**src/common/crc_defs.svh**
```systemverilog
/* widths for the CRC stream blocks; CRC_W must be 8, 16, 32 or 64 and a
   whole multiple of CRC_DATA_W, which the CRC engine checks at elaboration */

`ifndef CRC_DEFS_SVH
`define CRC_DEFS_SVH

`default_nettype none

// width of one stream word
`define CRC_DATA_W 16

// width of the CRC register and of the appended checksum
`define CRC_W 32

// number of stream words that carry one CRC
`define CRC_WORDS (`CRC_W / `CRC_DATA_W)

// the register starts at all ones, whatever its width
`define CRC_SEED ('1)

`default_nettype wire

`endif
```
**src/common/crc_pkg.sv**
```systemverilog
/* stream payload types and the append FSM states; valid and ready travel
   beside these structs and are not part of them */

`default_nettype none

`include "crc_defs.svh"

package crc_pkg;

    // ~~~~~~~~~~~~~~~~~~~~~~~~~~~~~~~~~~~~~~~~~~~~~~~~~~~~~~~~~~~~~~~~~~~~~~~~~~~~
    // stream payloads
    // ~~~~~~~~~~~~~~~~~~~~~~~~~~~~~~~~~~~~~~~~~~~~~~~~~~~~~~~~~~~~~~~~~~~~~~~~~~~~

    // one word of a frame, last marks the final word
    typedef struct packed {
        logic [`CRC_DATA_W-1:0] data;
        logic                   last;
    } stream_beat_t;

    // a received word together with the residue check of its frame
    // crc_ok only means something on the word that has last set
    typedef struct packed {
        stream_beat_t beat;
        logic         crc_ok;
    } check_beat_t;

    // ~~~~~~~~~~~~~~~~~~~~~~~~~~~~~~~~~~~~~~~~~~~~~~~~~~~~~~~~~~~~~~~~~~~~~~~~~~~~
    // FSM states
    // ~~~~~~~~~~~~~~~~~~~~~~~~~~~~~~~~~~~~~~~~~~~~~~~~~~~~~~~~~~~~~~~~~~~~~~~~~~~~

    // the transmit block either forwards frame data or emits the CRC words
    typedef enum logic [0:0] {
        APPEND_DATA = 1'b0,
        APPEND_CRC  = 1'b1
    } append_state_t;

endpackage

`default_nettype wire

```
**src/hw/crc_stream_top.sv**
```systemverilog
/* transmit and receive CRC paths side by side; they share the clock and
   reset but no data, so a loopback is up to the surrounding logic */

`timescale 1ns/1ps
`default_nettype none

module crc_stream_top (
    input  logic                  m_axis,
    input  logic                  rst,

    // transmit path, CRC words are appended to each frame
    input  crc_pkg::stream_beat_t tx_in_beat,
    input  logic                  tx_in_valid,
    output logic                  tx_in_ready,
    output crc_pkg::stream_beat_t tx_out_beat,
    output logic                  tx_out_valid,
    input  logic                  tx_out_ready,

    // receive path, frames are checked and passed on unchanged
    input  crc_pkg::stream_beat_t rx_in_beat,
    input  logic                  rx_in_valid,
    output logic                  rx_in_ready,
    output crc_pkg::check_beat_t  rx_out_beat,
    output logic                  rx_out_valid,
    input  logic                  rx_out_ready
);

    crc_append u_crc_append (
        .m_axis    (m_axis),
        .rst       (rst),
        .in_beat   (tx_in_beat),
        .in_valid  (tx_in_valid),
        .in_ready  (tx_in_ready),
        .out_beat  (tx_out_beat),
        .out_valid (tx_out_valid),
        .out_ready (tx_out_ready)
    );

    crc_check u_crc_check (
        .m_axis    (m_axis),
        .rst       (rst),
        .in_beat   (rx_in_beat),
        .in_valid  (rx_in_valid),
        .in_ready  (rx_in_ready),
        .out_beat  (rx_out_beat),
        .out_valid (rx_out_valid),
        .out_ready (rx_out_ready)
    );

endmodule

`default_nettype wire

```
**src/hw/crc_check/crc_check.sv**
```systemverilog
/* forwards received words unchanged, one cycle later; crc_ok is valid only
   with last and is set when the residue over the frame and its CRC words is
   zero, so the CRC words must still be in the frame */

`timescale 1ns/1ps
`default_nettype none

`include "crc_defs.svh"

module crc_check (
    input  logic                  m_axis,
    input  logic                  rst,
    input  crc_pkg::stream_beat_t in_beat,
    input  logic                  in_valid,
    output logic                  in_ready,
    output crc_pkg::check_beat_t  out_beat,
    output logic                  out_valid,
    input  logic                  out_ready
);

    import crc_pkg::*;

    stream_beat_t      out_reg;
    logic              frame_start;
    logic              in_fire;
    logic [`CRC_W-1:0] residue;

    // ~~~~~~~~~~~~~~~~~~~~~~~~~~~~~~~~~~~~~~~~~~~~~~~~~~~~~~~~~~~~~~~~~~~~~~~~~~~~
    // handshake
    // ~~~~~~~~~~~~~~~~~~~~~~~~~~~~~~~~~~~~~~~~~~~~~~~~~~~~~~~~~~~~~~~~~~~~~~~~~~~~

    assign in_ready = !out_valid || out_ready;
    assign in_fire  = in_valid && in_ready;

    // ~~~~~~~~~~~~~~~~~~~~~~~~~~~~~~~~~~~~~~~~~~~~~~~~~~~~~~~~~~~~~~~~~~~~~~~~~~~~
    // residue
    // ~~~~~~~~~~~~~~~~~~~~~~~~~~~~~~~~~~~~~~~~~~~~~~~~~~~~~~~~~~~~~~~~~~~~~~~~~~~~

    crc_engine #(
        .CRC_WIDTH  (`CRC_W),
        .DATA_WIDTH (`CRC_DATA_W)
    ) u_crc_engine (
        .m_axis (m_axis),
        .rst    (rst),
        .clear  (frame_start && in_fire),
        .en     (in_fire),
        .data   (in_beat.data),
        .crc    (residue)
    );

    // the engine and the output register load on the same transfer, so the
    // residue always includes the word that is currently on the output
    always_ff @(posedge m_axis) begin
        if (rst) begin
            frame_start <= 1'b1;
        end else if (in_fire) begin
            frame_start <= in_beat.last;
        end
    end

    // ~~~~~~~~~~~~~~~~~~~~~~~~~~~~~~~~~~~~~~~~~~~~~~~~~~~~~~~~~~~~~~~~~~~~~~~~~~~~
    // output register
    // ~~~~~~~~~~~~~~~~~~~~~~~~~~~~~~~~~~~~~~~~~~~~~~~~~~~~~~~~~~~~~~~~~~~~~~~~~~~~

    always_ff @(posedge m_axis) begin
        if (rst) begin
            out_valid <= 1'b0;
        end else if (in_fire) begin
            out_valid <= 1'b1;
        end else if (out_ready) begin
            out_valid <= 1'b0;
        end
    end

    always_ff @(posedge m_axis) begin
        if (in_fire) begin
            out_reg <= in_beat;
        end
    end

    // a stalled output blocks the input, so the residue cannot move under it
    assign out_beat.beat   = out_reg;
    assign out_beat.crc_ok = out_reg.last && (residue == '0);

    a_valid_held : assert property (
        @(posedge m_axis) disable iff (rst)
        (out_valid && !out_ready) |=> (out_valid && $stable(out_beat))
    ) else $error("crc_check: output word dropped or changed before it was taken");

endmodule

`default_nettype wire

```
**src/hw/crc_append/crc_append.sv**
```systemverilog
/* forwards a frame and then sends its CRC as `CRC_WORDS extra words, most
   significant first; the data word with last goes out with last cleared and
   only the final CRC word carries last; input is stalled while the CRC goes out */

`timescale 1ns/1ps
`default_nettype none

`include "crc_defs.svh"

module crc_append (
    input  logic                  m_axis,
    input  logic                  rst,
    input  crc_pkg::stream_beat_t in_beat,
    input  logic                  in_valid,
    output logic                  in_ready,
    output crc_pkg::stream_beat_t out_beat,
    output logic                  out_valid,
    input  logic                  out_ready
);

    import crc_pkg::*;

    localparam int CNT_W = (`CRC_WORDS > 1) ? $clog2(`CRC_WORDS) : 1;
    localparam logic [CNT_W-1:0] LAST_IDX = CNT_W'(`CRC_WORDS - 1);

    append_state_t          state;
    logic [CNT_W-1:0]       crc_idx;
    logic                   frame_start;
    logic                   out_free;
    logic                   in_fire;
    logic [`CRC_W-1:0]      crc_val;
    logic [`CRC_DATA_W-1:0] crc_word;

    // ~~~~~~~~~~~~~~~~~~~~~~~~~~~~~~~~~~~~~~~~~~~~~~~~~~~~~~~~~~~~~~~~~~~~~~~~~~~~
    // handshake
    // ~~~~~~~~~~~~~~~~~~~~~~~~~~~~~~~~~~~~~~~~~~~~~~~~~~~~~~~~~~~~~~~~~~~~~~~~~~~~

    // the output register can take a new word when it is empty or being drained
    assign out_free = !out_valid || out_ready;
    assign in_ready = (state == APPEND_DATA) && out_free;
    assign in_fire  = in_valid && in_ready;

    // ~~~~~~~~~~~~~~~~~~~~~~~~~~~~~~~~~~~~~~~~~~~~~~~~~~~~~~~~~~~~~~~~~~~~~~~~~~~~
    // CRC of the frame
    // ~~~~~~~~~~~~~~~~~~~~~~~~~~~~~~~~~~~~~~~~~~~~~~~~~~~~~~~~~~~~~~~~~~~~~~~~~~~~

    crc_engine #(
        .CRC_WIDTH  (`CRC_W),
        .DATA_WIDTH (`CRC_DATA_W)
    ) u_crc_engine (
        .m_axis (m_axis),
        .rst    (rst),
        .clear  (frame_start && in_fire),
        .en     (in_fire),
        .data   (in_beat.data),
        .crc    (crc_val)
    );

    // the engine is frozen during APPEND_CRC since no input word is accepted
    assign crc_word = crc_val[(`CRC_WORDS - 1 - crc_idx) * `CRC_DATA_W +: `CRC_DATA_W];

    // ~~~~~~~~~~~~~~~~~~~~~~~~~~~~~~~~~~~~~~~~~~~~~~~~~~~~~~~~~~~~~~~~~~~~~~~~~~~~
    // FSM and output register
    // ~~~~~~~~~~~~~~~~~~~~~~~~~~~~~~~~~~~~~~~~~~~~~~~~~~~~~~~~~~~~~~~~~~~~~~~~~~~~

    always_ff @(posedge m_axis) begin
        if (rst) begin
            state       <= APPEND_DATA;
            crc_idx     <= '0;
            frame_start <= 1'b1;
            out_valid   <= 1'b0;
        end else begin
            case (state)
                APPEND_DATA: begin
                    if (in_fire) begin
                        out_valid   <= 1'b1;
                        frame_start <= in_beat.last;
                        if (in_beat.last) begin
                            state <= APPEND_CRC;
                        end
                    end else if (out_ready) begin
                        out_valid <= 1'b0;
                    end
                end
                APPEND_CRC: begin
                    // one CRC word per free slot in the output register
                    if (out_free) begin
                        out_valid <= 1'b1;
                        if (crc_idx == LAST_IDX) begin
                            crc_idx <= '0;
                            state   <= APPEND_DATA;
                        end else begin
                            crc_idx <= crc_idx + 1'b1;
                        end
                    end
                end
                default: begin
                    state <= APPEND_DATA;
                end
            endcase
        end
    end

    // payload register, loaded together with out_valid above
    always_ff @(posedge m_axis) begin
        if (state == APPEND_CRC) begin
            if (out_free) begin
                out_beat.data <= crc_word;
                out_beat.last <= (crc_idx == LAST_IDX);
            end
        end else if (in_fire) begin
            out_beat.data <= in_beat.data;
            out_beat.last <= 1'b0;
        end
    end

    a_out_stable : assert property (
        @(posedge m_axis) disable iff (rst)
        (out_valid && !out_ready) |=> (out_valid && $stable(out_beat))
    ) else $error("crc_append: output word changed while stalled");

endmodule

`default_nettype wire

```
**src/hw/crc_engine.sv**
```systemverilog
/* running CRC, MSB first, no reflection and no final XOR; CRC_WIDTH must be
   8, 16, 32 or 64 and a whole multiple of DATA_WIDTH, otherwise elaboration
   stops; clear is only honoured together with en */

`timescale 1ns/1ps
`default_nettype none

`include "crc_defs.svh"

module crc_engine #(
    parameter int CRC_WIDTH  = 32,
    parameter int DATA_WIDTH = 16
) (
    input  logic                  m_axis,
    input  logic                  rst,
    input  logic                  clear,
    input  logic                  en,
    input  logic [DATA_WIDTH-1:0] data,
    output logic [CRC_WIDTH-1:0]  crc
);

    // polynomials without the implicit top term
    // 8: x^8+x^2+x+1, 16: x^16+x^12+x^5+1, 32: the MPEG-2 one, 64: x^64+x^4+x^3+x+1
    localparam logic [63:0] POLY_FULL =
        (CRC_WIDTH == 8)  ? 64'h0000_0000_0000_0007 :
        (CRC_WIDTH == 16) ? 64'h0000_0000_0000_1021 :
        (CRC_WIDTH == 32) ? 64'h0000_0000_04C1_1DB7 :
                            64'h0000_0000_0000_001B;
    localparam logic [CRC_WIDTH-1:0] POLY = CRC_WIDTH'(POLY_FULL);
    localparam logic [CRC_WIDTH-1:0] SEED = `CRC_SEED;

    if (!(CRC_WIDTH inside {8, 16, 32, 64})) begin : g_bad_crc_width
        $error("crc_engine: CRC_WIDTH must be 8, 16, 32 or 64");
    end

    if ((CRC_WIDTH % DATA_WIDTH) != 0) begin : g_bad_data_width
        $error("crc_engine: CRC_WIDTH must be a whole multiple of DATA_WIDTH");
    end

    // folds one word into the register one bit at a time, MSB first
    function automatic logic [CRC_WIDTH-1:0] fold_word(
        input logic [CRC_WIDTH-1:0]  crc_in,
        input logic [DATA_WIDTH-1:0] word
    );
        logic [CRC_WIDTH-1:0] acc;
        logic                 fb;
        acc = crc_in;
        for (int i = DATA_WIDTH - 1; i >= 0; i--) begin
            fb  = acc[CRC_WIDTH-1] ^ word[i];
            acc = {acc[CRC_WIDTH-2:0], 1'b0} ^ (fb ? POLY : '0);
        end
        return acc;
    endfunction

    logic [CRC_WIDTH-1:0] base;

    // a new frame starts from the seed instead of the previous residue
    assign base = clear ? SEED : crc;

    always_ff @(posedge m_axis) begin
        if (rst) begin
            crc <= SEED;
        end else if (en) begin
            crc <= fold_word(base, data);
        end
    end

    // the owning block must only restart the register on an accepted word
    a_clear_with_en : assert property (
        @(posedge m_axis) disable iff (rst)
        clear |-> en
    ) else $error("crc_engine: clear raised without en");

endmodule

`default_nettype wire

```
**config.mk**
```make
export PLATFORM = sky130hd
export DESIGN_NAME = crc_stream_top
export DESIGN_NICKNAME = d
export VERILOG_FILES = /design/src/common/crc_pkg.sv /design/src/hw/crc_stream_top.sv /design/src/hw/crc_check/crc_check.sv /design/src/hw/crc_append/crc_append.sv /design/src/hw/crc_engine.sv
export VERILOG_INCLUDE_DIRS = /design/src /design/src/common
export SDC_FILE = /design/constraint.sdc
export NUM_CORES = 1
export LEC_CHECK = 0
export ABC_AREA = 1
export BUFFER_PORTS_ARGS = -buffer_cell sky130_fd_sc_hd__buf_2
export CORE_MARGIN = 1.5
export CORE_UTILIZATION = 49
export DETAILED_ROUTE_END_ITERATION = 8
export PLACE_DENSITY_LB_ADDON = 0.15
export SLEW_MARGIN = 20
export SYNTH_ARGS = -nofsm -noshare
export SYNTH_HDL_FRONTEND = slang
export SYNTH_SLANG_ARGS = --single-unit
export TNS_END_PERCENT = 20
```
**constraint.sdc**
```tcl
create_clock -name m_axis -period 5.4 [get_ports m_axis]
set_input_delay 0.27 -clock m_axis [delete_from_list [all_inputs] [get_ports m_axis]]
set_output_delay 0.27 -clock m_axis [all_outputs]
set_load 0.005 [all_outputs]
```
# Word-level counts from Yosys, hierarchy flattened
# Index checks and enable logic that the tools add are counted.
[op_classes]
addsub = 2
multipliers = 0
div = 0
order_cmp = 0
eq_ne = 2
shifts = 1
muxes = 49
bitwise_logic = 65
reduce_logical = 17
[ops]
columns = ["cell", "count"]
rows = [
  ["$xor 32x27->32", 32],
  ["$mux 27", 32],
  ["$mux 32", 2],
  ["$mux 17", 3],
  ["$shiftx 32x33->16", 1],
  ["$logic_not 32->1", 1],
  ["$xor 1x1->1", 32],
  ["$mux 1", 10],
  ["$reduce_and 2->1", 4],
  ["$logic_and 1x1->1", 6],
  ["$pmux 1 s2", 2],
  ["$reduce_bool 2->1", 2],
  ["$ne 3x2->1 const B", 1],
  ["$logic_not 1->1", 2],
  ["$logic_or 1x1->1", 2],
  ["$ne 2x2->1 const B", 1],
  ["$sub 1x1->2 const A", 1],
  ["$add 1x1->1 const B", 1],
  ["$not 1->1", 1],
]
[totals]
reg_bits = 104
latch_bits = 0
ramBits = 0
mem_bits_ro = 0
input_bits = 40
out_inout_bits = 39
mem_count = 0

# Depth between registers and ports, before layout
# Gate-level depths: netlist of the first run.
[depth]
word_depth = 54
mapped_depth = 22
ltp_nobuf = 21

# Hierarchy
# A second synthesis of the first run with hierarchy kept.
[unflattened]
hier_cells = 1392
hier_area_um2 = 8856.0
[modules_own_cells]
columns = ["mod", "n_inst", "cells_each", "area_per_inst_um2", "seq_area_each_um2"]
rows = [
  ["crc_engine", 2, 607, 3472.1, 640.6],
  ["crc_append", 1, 120, 1192.4, 590.6],
  ["crc_check", 1, 58, 719.4, 550.5],
]

# Worst setup path after synthesis of the first run
# OpenSTA, ideal clock, no wires.
[synth_timing]
path_type = "reg2reg"
startpoint = "reg u_crc_check.out_valid"
endpoint = "reg u_crc_check.u_crc_engine.crc[14]"
arrival_time_ps = 1968
required_ps = 5285
setup_slack_ps = 3317
path_stages_with_launch = 21
path_buffers = 1
period_less_slack_ps = 2083
path_cell_list = "dfxtp_1 > nand2_4 > nand3_4 > buf_8 > nand3_2 > nand2_4 > inv_4 > nand2_1 > nand2_2 > nand2_1 > nand2_1 > nand2_1 > nand2_2 > nand2_1 > nand2_2 > inv_2 > nand2_1 > nand2_1 > nand3_1 > nand3_1 > nand2_1"
[synth_between]
elab_chain_len = 27
[synth_lines]
columns = ["element", "line_no", "source"]
rows = [
  ["start: declaration", "crc_check.sv:17", "output logic out_valid,"],
  ["start signal: assignment", "crc_check.sv:67", "out_valid <= 1'b0;"],
  ["start signal: assignment", "crc_check.sv:69", "out_valid <= 1'b1;"],
  ["start signal: assignment", "crc_check.sv:71", "out_valid <= 1'b0;"],
  ["$logic_not 1->1 *", "crc_check.sv:32", "assign in_ready = !out_valid || out_ready;"],
  ["$logic_or 1x1->1 *", "crc_check.sv:32", ""],
  ["net rx_in_ready", "crc_stream_top.sv:22", "output logic rx_in_ready,"],
  ["$logic_and 1x1->1 *", "crc_check.sv:33", "assign in_fire = in_valid && in_ready;"],
  ["$logic_and 1x1->1", "crc_check.sv:45", ".clear (frame_start && in_fire),"],
  ["$mux 32", "crc_engine.sv:58", "assign base = clear ? SEED : crc;"],
  ["$xor 1x1->1 or $xor 32x27->32 (tied branches)", "crc_engine.sv:49, crc_engine.sv:50", ""],
  ["$mux 27 or $xor 1x1->1 (tied branches)", "crc_engine.sv:50, crc_engine.sv:49", ""],
  ["[6 not listed]", "n/a", ""],
  ["$xor 1x1->1 or $xor 32x27->32 (tied branches)", "crc_engine.sv:49, crc_engine.sv:50", ""],
  ["$mux 27 or $xor 1x1->1 (tied branches)", "crc_engine.sv:50, crc_engine.sv:49", ""],
  ["$xor 32x27->32 or $mux 27 (tied branches)", "crc_engine.sv:50", "acc = {acc[CRC_WIDTH-2:0], 1'b0} ^ (fb ? POLY : '0);"],
  ["$xor 32x27->32 (5 in series)", "crc_engine.sv:50", ""],
  ["$xor 1x1->1 or $xor 32x27->32 (tied branches)", "crc_engine.sv:49, crc_engine.sv:50", ""],
  ["$mux 27 or $xor 1x1->1 (tied branches)", "crc_engine.sv:50, crc_engine.sv:49", ""],
  ["$xor 32x27->32 or $mux 27 (tied branches)", "crc_engine.sv:50", ""],
  ["$xor 32x27->32 (3 in series)", "crc_engine.sv:50", ""],
  ["end signal: assignment", "crc_engine.sv:64", "crc <= fold_word(base, data);"],
  ["end: declaration", "crc_engine.sv:19", "output logic [CRC_WIDTH-1:0] crc"],
]
# The timed path passes the listed nets; every way through them passes the cells marked *.
# A chain may end at the register's enable or synchronous reset.

# Worst setup path after layout of the first run
[layout_timing]
startpoint = "reg u_crc_append.state"
endpoint = "reg u_crc_append.u_crc_engine.crc[30]"
[layout_between]
elab_chain_len = 25
[layout_lines]
columns = ["element", "line_no", "source"]
rows = [
  ["start: declaration", "crc_append.sv:26", "append_state_t state;"],
  ["start signal: assignment", "crc_append.sv:68", "state <= APPEND_DATA;"],
  ["start signal: assignment", "crc_append.sv:79", "state <= APPEND_CRC;"],
  ["start signal: assignment", "crc_append.sv:91", "state <= APPEND_DATA;"],
  ["$not 1->1 *", "crc_append.sv:40", "assign in_ready = (state == APPEND_DATA) && out_free;"],
  ["$logic_and 1x1->1 *", "crc_append.sv:40", ""],
  ["$logic_and 1x1->1 *", "crc_append.sv:41", "assign in_fire = in_valid && in_ready;"],
  ["$logic_and 1x1->1", "crc_append.sv:53", ".clear (frame_start && in_fire),"],
  ["$mux 32", "crc_engine.sv:58", ""],
  ["$xor 32x27->32", "crc_engine.sv:50", ""],
  ["$xor 1x1->1 or $xor 32x27->32 (tied branches)", "crc_engine.sv:49, crc_engine.sv:50", ""],
  ["$mux 27 (tied with other cells)", "crc_engine.sv:50", ""],
  ["[4 not listed]", "n/a", ""],
  ["$xor 32x27->32 (2 in series)", "crc_engine.sv:50", ""],
  ["$xor 1x1->1 or $xor 32x27->32 (tied branches)", "crc_engine.sv:49, crc_engine.sv:50", ""],
  ["$mux 27 (tied with other cells)", "crc_engine.sv:50", ""],
  ["$xor 32x27->32 or $mux 27 (tied branches)", "crc_engine.sv:50", ""],
  ["$xor 32x27->32", "crc_engine.sv:50", ""],
  ["$xor 32x27->32 or $xor 1x1->1 (tied branches)", "crc_engine.sv:50, crc_engine.sv:49", ""],
  ["$xor 32x27->32 or $mux 27 (tied branches)", "crc_engine.sv:50", ""],
  ["$xor 32x27->32 (5 in series)", "crc_engine.sv:50", ""],
  ["end signal: assignment", "crc_engine.sv:64", ""],
  ["end: declaration", "crc_engine.sv:19", ""],
]
# Every way passes the cells marked *; elsewhere a longest branch is shown, timed or not.

==> results.sh, run 1 <==
export IMPL_seq_area_um2=2420
export IMPL_final_cells=1627
export IMPL_wirelength_mm=26.4
export IMPL_htreeDepth=3
export IMPL_post_cts_buffers=0
export IMPL_num_vias=8710
export IMPL_num_rows=47
export IMPL_multi_input_area_um2=5280
export IMPL_post_cts_resized=0
export IMPL_finalCritPeriodShare_pct=68.6
export IMPL_cp_common_cell="nand2_1"
export IMPL_cts_buffers=9
export IMPL_die_x_um=135
export IMPL_critPathLaunchType="flip-flop"
export IMPL_setup_viol=0
export IMPL_ys_dominant_reg_cell="dfxtp_1"
export IMPL_cpMaxStageDelayCell="nand4_4"
export IMPL_fmax_mhz=270
export IMPL_crit_fanout=51
export IMPL_grt_pass1_vias=7260
export IMPL_n_antenna_cell=0
export IMPL_critical_path_class="reg2reg"
export IMPL_setup_tns_ps=0
export IMPL_relSlewSlack_pct=44.1
export IMPL_cp_arrival_ps=3930
export IMPL_die_h_um=135
export IMPL_cts_root_buf="clkbuf_16"
export IMPL_rrSetupSlack_ps=1690
export IMPL_max_cap_violations=0
export IMPL_ys_async_sr_fraction_pct=0
export IMPL_post_drt_wl_per_cell_um=16.2
export IMPL_p_int_mw=2.27
export IMPL_rsz0062_at_grt="false"
export IMPL_whs_path_depth=1
export IMPL_yosysSeqAreaShare_pct=28.5
export IMPL_dpl_cell_count=1611
export IMPL_antenna_found_initial=0
export IMPL_irDropWorstVdd_uv=287
export IMPL_synth_cell_types=41
export IMPL_yosys_warnings=0
export IMPL_dieArea_um2=18100
export IMPL_slew_viol_final=0
export IMPL_cts_hold_buf=0
export IMPL_postSynthCellCount=1341
export IMPL_hp_class="in2reg"
export IMPL_cts_buffer_depth=2
export IMPL_final_antenna_net_count=0
export IMPL_netlist_area_um2=8500
export IMPL_synth_nets=1381
export IMPL_holdPathEnd="u_crc_check.out_beat[1]"
export IMPL_hpwl_mm=20.5
export IMPL_synth_edf_count=34
export IMPL_finalCriticalPeriod_ps=3710
export IMPL_netSwitchingFraction_pct=53.3
export IMPL_netSwitchingPower_mw=2.60
export IMPL_drt_iter0_drc=989
export IMPL_reg2reg_from="u_crc_append.state"
export IMPL_end_kind="flip-flop"
export IMPL_core_um2=16800
export IMPL_fin_nets=1442
export IMPL_cts_tree="yes"
export IMPL_cts_clk_slew_worst_paths_ps=80
export IMPL_skew_ps=6.02
export IMPL_n_fill_cell=1705
export IMPL_grt_max_degree=59
export IMPL_hold_slack_ps=96.8
export IMPL_io_pins=79
export IMPL_power_density_nw_per_um2=522
export IMPL_cts_sinks=104
export IMPL_area_growth_pct=9.70
export IMPL_rr_worst_depth=13
export IMPL_status="finished clean"
export IMPL_leakage_nw=4.99
export IMPL_drcViolationCount=0
export IMPL_layout_drive_gt1_share_pct=14.3
export IMPL_grt_use_total_pct=29.6
export IMPL_first_pass_iters=8
export IMPL_power_frac_seq_pct=22.3
export IMPL_vias_per_cell=5.35
export IMPL_synth_seq_cells=104
export IMPL_clockPowerShare_pct=13.3
export IMPL_r2r_end="u_crc_append.u_crc_engine.crc[30]"
export IMPL_cpPeakStageDelay_ps=630
export IMPL_path_cells="inv_2 > nand4_4 > nand2_1 > nand2_1 > nand2_1 > nand2_1 > nand2_2 > inv_2 > nand2_1 > nand2_2 > xor2_1 > o21ai_0 > o211ai_1"
export IMPL_hold_viol_final=0
export IMPL_worst_pin_slew_ps=836
export IMPL_cp_startpoint="u_crc_append.state"
export IMPL_avgSynthCellArea_um2=6.34
export IMPL_place_gp_congestion=0.963
export IMPL_clk_latency_ps=360
export IMPL_pwr_share_comb_pct=64.3
export IMPL_grt_ovfl_total=0
export IMPL_worstHoldStart="rx_in_beat[0]"
export IMPL_grt_pass1_wl_mm=40.8
export IMPL_start_util_pct=50.7
export IMPL_final_core_util_pct=55.6
export IMPL_worstPathRequired_ps=5620
export IMPL_io_buffers=78
[layout by cell type, fill, tap and decap left out, types with 2 or more instances in the layout]
master	count
or2_2	2
xor2_4	2
nand3_2	3
inv_8	2
clkinv_4	2
nand3_1	127
edfxtp_1	34
nor2_1	21
o211ai_1	11
nand2_4	7
nand4_1	10
nand2_1	506
xnor2_1	20
xor2_2	3
buf_4	5
clkbuf_16	9
inv_2	17
buf_2	78
o21ai_1	11
nand3b_1	9
xor2_1	81
nor2_2	3
nor4_1	3
nand2_2	59
inv_1	150
dfxtp_1	70
o21ai_0	58
a21oi_1	89
[per-stage QoR]
stage / power (mW) / instance area [µm²] / setup slack (ps)
floorplan: 3.38 / 8500 / 3320
global placement: 4.13 / 9040 / 1880
detailed placement: 4.14 / 9040 / 1830
CTS: 4.81 / 9320 / 1820
global route: 5.31 / 9320 / 1400
finish: 4.87 / 9320 / 1690
[power groups by stage]
| stage | Sequential (mW) | Combinational, mW | Clock (mW) |
|---|---|---|---|
| CTS | 1.08 | 3.07 | 0.668 |
| detailed placement | 1.10 | 3.04 | 0 |
| floorplan | 1.05 | 2.33 | 0 |
| global placement | 1.10 | 3.03 | 0 |
| global route | 1.10 | 3.51 | 0.700 |
| finish | 1.09 | 3.13 | 0.650 |
[cell type report]
type	count	area share (%)
clock inverters	7	0.658
inverters	169	6.83
repair buffers	83	4.59
clock buffers	9	2.42
well taps	220	2.95
flip-flops and latches	104	26.0
multi-input cells	1035	56.6
[flip-flops by register name, summed over array words and instances, names as in the netlist]
register	count
u_crc_check.u_crc_engine.crc	32
u_crc_append.state	1
u_crc_check.frame_start	1
u_crc_append.out_valid	1
u_crc_append.u_crc_engine.crc	32
u_crc_append.crc_idx	1
u_crc_append.frame_start	1
u_crc_append.out_beat	17
u_crc_check.out_beat	17
u_crc_check.out_valid	1
[cell usage after synthesis (2+ instances only)]
| cell | instances | area (µm²) |
|---|---|---|
| a21oi_1 | 89 | 445 |
| buf_1 | 3 | 11.3 |
| buf_2 | 3 | 15.0 |
| buf_6 | 3 | 33.8 |
| clkbuf_1 | 22 | 82.6 |
| dfxtp_1 | 70 | 1400 |
| edfxtp_1 | 34 | 1020 |
| inv_1 | 150 | 563 |
| inv_2 | 17 | 63.8 |
| nand2_1 | 506 | 1900 |
| nand2_2 | 59 | 369 |
| nand2_4 | 7 | 78.8 |
| nand3_1 | 127 | 636 |
| nand3_2 | 3 | 30.0 |
| nand3b_1 | 9 | 67.6 |
| nand4_1 | 10 | 62.6 |
| nor2_1 | 21 | 78.8 |
| nor2_2 | 3 | 18.8 |
| nor4_1 | 3 | 18.8 |
| o211ai_1 | 11 | 82.6 |
| o21ai_0 | 58 | 290 |
| o21ai_1 | 11 | 55.1 |
| or2_2 | 2 | 12.5 |
| xnor2_1 | 20 | 175 |
| xor2_1 | 81 | 709 |
| xor2_2 | 3 | 48.8 |
| xor2_4 | 2 | 55.1 |
[kinds of logic after synthesis]
group,synth area share [%]
buffers and inverters,9.44
AND/OR/NAND/NOR,39.3
XOR/XNOR,12.4
flip-flops,28.5
AO/OA/AOI/OAI,10.4
[per-layer routing]
layer	wire (µm)	global-route usage (%)	part of all wire [%]	vias to the layer above
li1	-	-	-	4370
met1	13000	49.0	49	3927
met2	10200	39.1	39	399
met3	2960	5.63	11	14
met4	202	5.14	0.77	0
met5	0	0	0	-
[worst max-delay path: cells and delay by family (launching register included)]
family	cells	cell delay, ps
AO/OA/AOI/OAI	2	580
AND/OR/NAND/NOR	8	1800
flip-flops	1	520
buffers and inverters	2	470
XOR/XNOR	1	190
[worst max-delay path by stage]
stage	to	slack, ps
floorplan	u_crc_check.u_crc_engine.crc[14]	3320
global placement	u_crc_append.u_crc_engine.crc[30]	1880
detailed placement	u_crc_append.u_crc_engine.crc[30]	1830
CTS	u_crc_append.u_crc_engine.crc[30]	1820
global route	u_crc_append.u_crc_engine.crc[3]	1400
finish	u_crc_append.u_crc_engine.crc[30]	1690
Power figures use the tool's default switching activity.
==> run 2: changes to the inputs <==
--- a/config.mk
+++ b/config.mk
@@ -6,7 +6,7 @@
 export SDC_FILE = /design/constraint.sdc
 export NUM_CORES = 1
 export LEC_CHECK = 0
-export ABC_AREA = 1
+export ABC_AREA = 0
 export BUFFER_PORTS_ARGS = -buffer_cell sky130_fd_sc_hd__buf_2
 export CORE_MARGIN = 1.5
 export CORE_UTILIZATION = 49
==> constraint.sdc (replaced) <==
create_clock -name m_axis -period 3.3 [get_ports m_axis]
set_input_delay 0.165 -clock m_axis [delete_from_list [all_inputs] [get_ports m_axis]]
set_output_delay 0.165 -clock m_axis [all_outputs]
set_load 0.005 [all_outputs]
==> run 2 against run 1 <==
  * Non-clock buffer count rose by 32
  * Highest routed layer unchanged
  * Final cell count fell by 29%
  * Via count fell by 30%
==> results.sh, run 2 <==
export IMPL_postSynthCellCount=857
export IMPL_cts_root_buf="clkbuf_16"
export IMPL_grt_ovfl_total=0
export IMPL_worstHoldStart="rx_in_beat[0]"
export IMPL_dieArea_um2=17900
export IMPL_start_util_pct=50.3
export IMPL_cts_sinks=104
export IMPL_core_um2=16600
export IMPL_setup_tns_ps=0
export IMPL_synth_cell_types=44
export IMPL_place_gp_congestion=0.953
export IMPL_grt_pass1_vias=5944
export IMPL_num_rows=47
export IMPL_cts_tree="yes"
export IMPL_final_common_cell="xnor2_1"
export IMPL_antenna_found_initial=0
export IMPL_cts_buffers=9
export IMPL_critPathLaunchType="flip-flop"
export IMPL_reg2reg_from="u_crc_check.frame_start"
export IMPL_finalCriticalPeriod_ps=2880
export IMPL_synth_seq_cells=104
export IMPL_vias_per_cell=5.29
export IMPL_drcViolationCount=0
export IMPL_hold_viol_final=0
export IMPL_hold_slack_ps=7.54
export IMPL_cts_buffer_depth=2
export IMPL_die_x_um=134
export IMPL_post_drt_wl_per_cell_um=19.8
export IMPL_r2r_end="u_crc_check.u_crc_engine.crc[12]"
export IMPL_crit_fanout=16
export IMPL_worst_pin_slew_ps=937
export IMPL_drt_iter0_drc=450
export IMPL_rrSetupSlack_ps=420
export IMPL_grt_use_total_pct=26.5
export IMPL_avgSynthCellArea_um2=9.77
export IMPL_cp_arrival_ps=3090
export IMPL_yosysSeqAreaShare_pct=28.9
export IMPL_yosys_area_top_type_share_pct=26.4
export IMPL_n_antenna_cell=0
export IMPL_critical_path_class="reg2reg"
export IMPL_relSlewSlack_pct=37.5
export IMPL_n_fill_cell=1492
export IMPL_timing_final_ws_setup_ps=425
export IMPL_ys_async_sr_fraction_pct=0
export IMPL_io_buffers=78
export IMPL_htreeDepth=3
export IMPL_wirelength_mm=22.8
export IMPL_max_cap_violations=0
export IMPL_ys_dominant_reg_cell="dfxtp_1"
export IMPL_synth_most_common_cell="xnor2_1"
export IMPL_final_cell_mix="252 x xnor2_1, 78 x buf_2, 76 x xor2_1"
export IMPL_area_growth_pct=12.0
export IMPL_synth_top_cell_by_area="xnor2_1"
export IMPL_yosys_top_cells_area="xnor2_1 26%, dfxtp_1 17%, edfxtp_1 12%"
export IMPL_yosys_warnings=0
export IMPL_io_pins=79
export IMPL_critPathCapture="u_crc_check.u_crc_engine.crc[12]"
export IMPL_clk_latency_ps=360
export IMPL_post_cts_buffers=0
export IMPL_status="finished clean"
export IMPL_end_kind="flip-flop"
export IMPL_top_regs="u_crc_append.u_crc_engine.crc (32), u_crc_check.u_crc_engine.crc (32)"
export IMPL_first_pass_iters=5
export IMPL_post_cts_resized=0
export IMPL_synth_nets=897
export IMPL_hp_class="in2reg"
export IMPL_final_antenna_net_count=0
export IMPL_worstPathRequired_ps=3510
export IMPL_hpwl_mm=17.6
export IMPL_cp_startpoint="u_crc_check.frame_start"
export IMPL_grt_pass1_wl_mm=35.4
export IMPL_slew_viol_final=0
export IMPL_synth_edf_count=34
export IMPL_place_worst_setup_slack_ps=480
export IMPL_rr_worst_depth=8
export IMPL_layout_drive_gt1_share_pct=19.3
export IMPL_cts_clk_slew_worst_paths_ps=70
export IMPL_rsz0062_at_grt="false"
export IMPL_fin_nets=968
export IMPL_fmax_mhz=348
export IMPL_synth_common_cells="252 x xnor2_1, 76 x xor2_1, 72 x nand2_1, 72 x nor2_1, 70 x dfxtp_1"
export IMPL_netlist_area_um2=8370
export IMPL_finalCritPeriodShare_pct=87.1
export IMPL_skew_ps=10.0
export IMPL_die_h_um=134
export IMPL_num_vias=6099
export IMPL_setup_viol=0
export IMPL_grt_max_degree=47
[run 2: area by class of cell]
cell class                 count  area [µm²]  area share, %
sequential                   104        2420           25.8
timing repair buffer         115         683           7.28
clock buffer                  10         229           2.44
tap                          220         275           2.93
inverter                       4        20.0          0.213
multi-input combinational    694        5680           60.6
clock inverter                 6        68.8          0.734
[run 2: repair_timing]
action	4_1_cts	5_1_grt
hold buffers	1	0
hold endpoints to repair	1	0
endpoints found under the setup margin	0	0
[run 2: per-layer routing]
metal	vias up	global-route usage, %	wire (µm)
met3	63	4.22	897
met5	-	0	0
met1	2892	31.6	9290
met4	0	12.5	1100
met2	190	46.4	11600
li1	2954	-	-
[run 2: worst max-delay path, cell delays in order (launching register included)]
cell and delay (ps):
dfxtp_1 400, and2_4 370, a21oi_4 120, xnor2_4 430, xnor2_1 250, xnor2_4 410
xor3_2 470, xnor2_1 180, a21oi_1 80
[run 2: kinds of logic (layout without fill, tap and decap cells)]
logic type / count (synthesis) / count (layout) / synth area share [%]
muxes: 16 / 16 / 1.91
buffers and inverters: 59 / 135 / 3.30
AOI/OAI and AO/OA: 105 / 105 / 8.52
and+or+nand+nor: 193 / 193 / 9.98
DFF: 104 / 104 / 28.9
xor gates and xnor gates: 380 / 380 / 47.3
[run 2: through the flow]
stage	utilization, %	instance area, µm²	instances
floorplan	-	8370	857
global placement	54.5	9070	1136
detailed placement	54.5	9070	1136
CTS	56.4	9380	1153
global route	56.4	9380	1153
finish	56.4	9380	1153
[run 2: how the worst min path moves through the flow]
stage | slack (ps) | end | cells past startpoint
finish | 8 | u_crc_check.out_beat[1] | 1
global route | 5 | u_crc_check.out_beat[5] | 1
CTS | 4 | u_crc_check.out_beat[1] | 1
detailed placement | 370 | u_crc_check.out_beat[4] | 1
global placement | 370 | u_crc_check.out_beat[4] | 1
floorplan | 260 | u_crc_check.out_beat[10] | 0
Power of run 2 is left out: the tool's default activity adds up to more than one toggle a clock period on the data nets, which glitch-free logic cannot reach.
==> run 3: changes to the inputs <==
--- a/config.mk
+++ b/config.mk
@@ -8,10 +8,12 @@
 export LEC_CHECK = 0
 export ABC_AREA = 0
 export BUFFER_PORTS_ARGS = -buffer_cell sky130_fd_sc_hd__buf_2
+export CELL_PAD_IN_SITES_DETAIL_PLACEMENT = 2
+export CELL_PAD_IN_SITES_GLOBAL_PLACEMENT = 2
 export CORE_MARGIN = 1.5
-export CORE_UTILIZATION = 49
+export CORE_UTILIZATION = 39
 export DETAILED_ROUTE_END_ITERATION = 8
-export PLACE_DENSITY_LB_ADDON = 0.15
+export PLACE_DENSITY_LB_ADDON = 0.12
 export SLEW_MARGIN = 20
 export SYNTH_ARGS = -nofsm -noshare
 export SYNTH_HDL_FRONTEND = slang
==> constraint.sdc (replaced) <==
create_clock -name m_axis -period 3.1 [get_ports m_axis]
set_input_delay 0.155 -clock m_axis [delete_from_list [all_inputs] [get_ports m_axis]]
set_output_delay 0.155 -clock m_axis [all_outputs]
set_load 0.005 [all_outputs]
==> run 3 against run 2 <==
  * Register-to-register slack got worse by 310 ps
  * Setup slack lost 310 ps
  * Flip-flop and latch count is the same
  * Non-clock buffer count up 21
  * Core utilization fell by 10 points
  * Critical path depth increased by 1
  * Global-route usage increased by 1.7 points
  * Wire length grew 34%
  * Final cell count is 6.6% higher
  * Largest cell class unchanged
==> results.sh, run 3 (synthesis results as in run 2) <==
export IMPL_critical_path_class="reg2reg"
export IMPL_io_buffers=78
export IMPL_final_antenna_net_count=0
export IMPL_critPathLaunchType="flip-flop"
export IMPL_area_growth_pct=15.2
export IMPL_grt_pass1_wl_mm=45.5
export IMPL_skew_ps=15.6
export IMPL_top_regs="u_crc_append.u_crc_engine.crc (32), u_crc_check.u_crc_engine.crc (32)"
export IMPL_max_cap_violations=0
export IMPL_start_util_pct=39.8
export IMPL_slew_viol_final=0
export IMPL_worstPathRequired_ps=3390
export IMPL_grt_pass1_vias=7277
export IMPL_n_fill_cell=2268
export IMPL_cts_buffers=9
export IMPL_first_pass_iters=4
export IMPL_relSlewSlack_pct=32.0
export IMPL_post_cts_resized=0
export IMPL_finalCriticalPeriod_ps=2980
export IMPL_hpwl_mm=23.3
export IMPL_cpPeakStageDelay_ps=420
export IMPL_grt_use_total_pct=28.1
export IMPL_fmax_mhz=335
export IMPL_core_um2=21000
export IMPL_place_gp_congestion=0.927
export IMPL_wirelength_mm=30.6
export IMPL_worst_pin_slew_ps=1020
export IMPL_cts_root_buf="clkbuf_16"
export IMPL_status="finished clean"
export IMPL_fin_nets=989
export IMPL_clk_latency_ps=370
export IMPL_cts_tree="yes"
export IMPL_grt_ovfl_total=0
export IMPL_final_core_util_pct=45.9
export IMPL_finalCritPeriodShare_pct=96.3
export IMPL_cts_clk_slew_worst_paths_ps=70
export IMPL_seq_area_um2=2420
export IMPL_worst_path_buf_inv=1
export IMPL_num_rows=53
export IMPL_htreeDepth=3
export IMPL_setup_tns_ps=0
export IMPL_antenna_found_initial=0
export IMPL_cp_arrival_ps=3270
export IMPL_vias_per_cell=5.28
export IMPL_setup_viol=0
export IMPL_n_antenna_cell=0
export IMPL_die_x_um=150
export IMPL_num_vias=6493
export IMPL_end_kind="flip-flop"
export IMPL_crit_fanout=12
export IMPL_hold_viol_final=0
export IMPL_final_common_cell="xnor2_1"
export IMPL_cpMaxStageDelayCell="dfxtp_1"
export IMPL_dieArea_um2=22400
export IMPL_cts_buffer_depth=2
export IMPL_io_pins=79
export IMPL_drcViolationCount=0
export IMPL_path_delay_family="XOR/XNOR gates"
export IMPL_cts_sinks=104
export IMPL_final_cell_mix="252 x xnor2_1, 78 x buf_2, 76 x xor2_1"
export IMPL_layout_drive_gt1_share_pct=20.9
export IMPL_hp_class="in2reg"
export IMPL_die_h_um=150
export IMPL_post_drt_wl_per_cell_um=24.9
export IMPL_path_cells="and2_4 > buf_4 > a21oi_2 > xnor2_2 > xnor3_1 > xnor2_4 > xnor2_2 > xnor3_1 > o21ai_1"
export IMPL_grt_max_degree=64
export IMPL_multi_input_area_um2=5680
export IMPL_drt_iter0_drc=231
[run 3: metrics by stage]
| stage | std cells | setup slack, ps | hold WS (ps) | instance area, µm² |
|---|---|---|---|---|
| after floorplan | 857 | 503 | 254 | 8370 |
| after global placement | 1203 | 255 | 349 | 9230 |
| after detailed placement | 1203 | 102 | 361 | 9230 |
| after CTS | 1221 | 42.5 | 7.92 | 9590 |
| after global routing | 1229 | -0.555 | 9.87 | 9650 |
| final | 1229 | 115 | 16.8 | 9650 |
[run 3: layout make-up]
type	instances	share of cell area, %
multi-input combinational	694	58.9
sequential	104	25.1
timing repair buffer	136	8.74
tap	275	3.57
clock buffer	14	3.07
clock inverter	2	0.428
inverter	4	0.207
[run 3: layer usage]
metal / GRT usage, % / vias up / wire [µm] / part of all wire, %
met2: 54.6 / 137 / 17100 / 56
met4: 16.2 / 0 / 1610 / 5.3
met5: 0 / - / 0 / 0
li1: - / 2980 / - / -
met3: 3.45 / 68 / 777 / 2.5
met1: 28.6 / 3308 / 11100 / 36
[run 3: path summary, 6_finish.rpt]
kind | startpoint | endpoint | slack (ps) | cells after the start
max | u_crc_check.frame_start | u_crc_check.u_crc_engine.crc[8] | 120 | 9
min | rx_in_beat[2] | u_crc_check.out_beat[3] | 20 | 1
max reg2reg | u_crc_check.frame_start | u_crc_check.u_crc_engine.crc[8] | 120 | 9
min reg2reg | u_crc_check.u_crc_engine.crc[0] | u_crc_check.u_crc_engine.crc[0] | 520 | 2
[run 3: repair_timing]
item | in CTS | in global routing
hold buffers | 2 | 0
endpoints found under the hold margin | 2 | 0
buffers inserted | 0 | 8
setup endpoints to repair | 0 | 6
Power of run 3 is left out for the same reason.
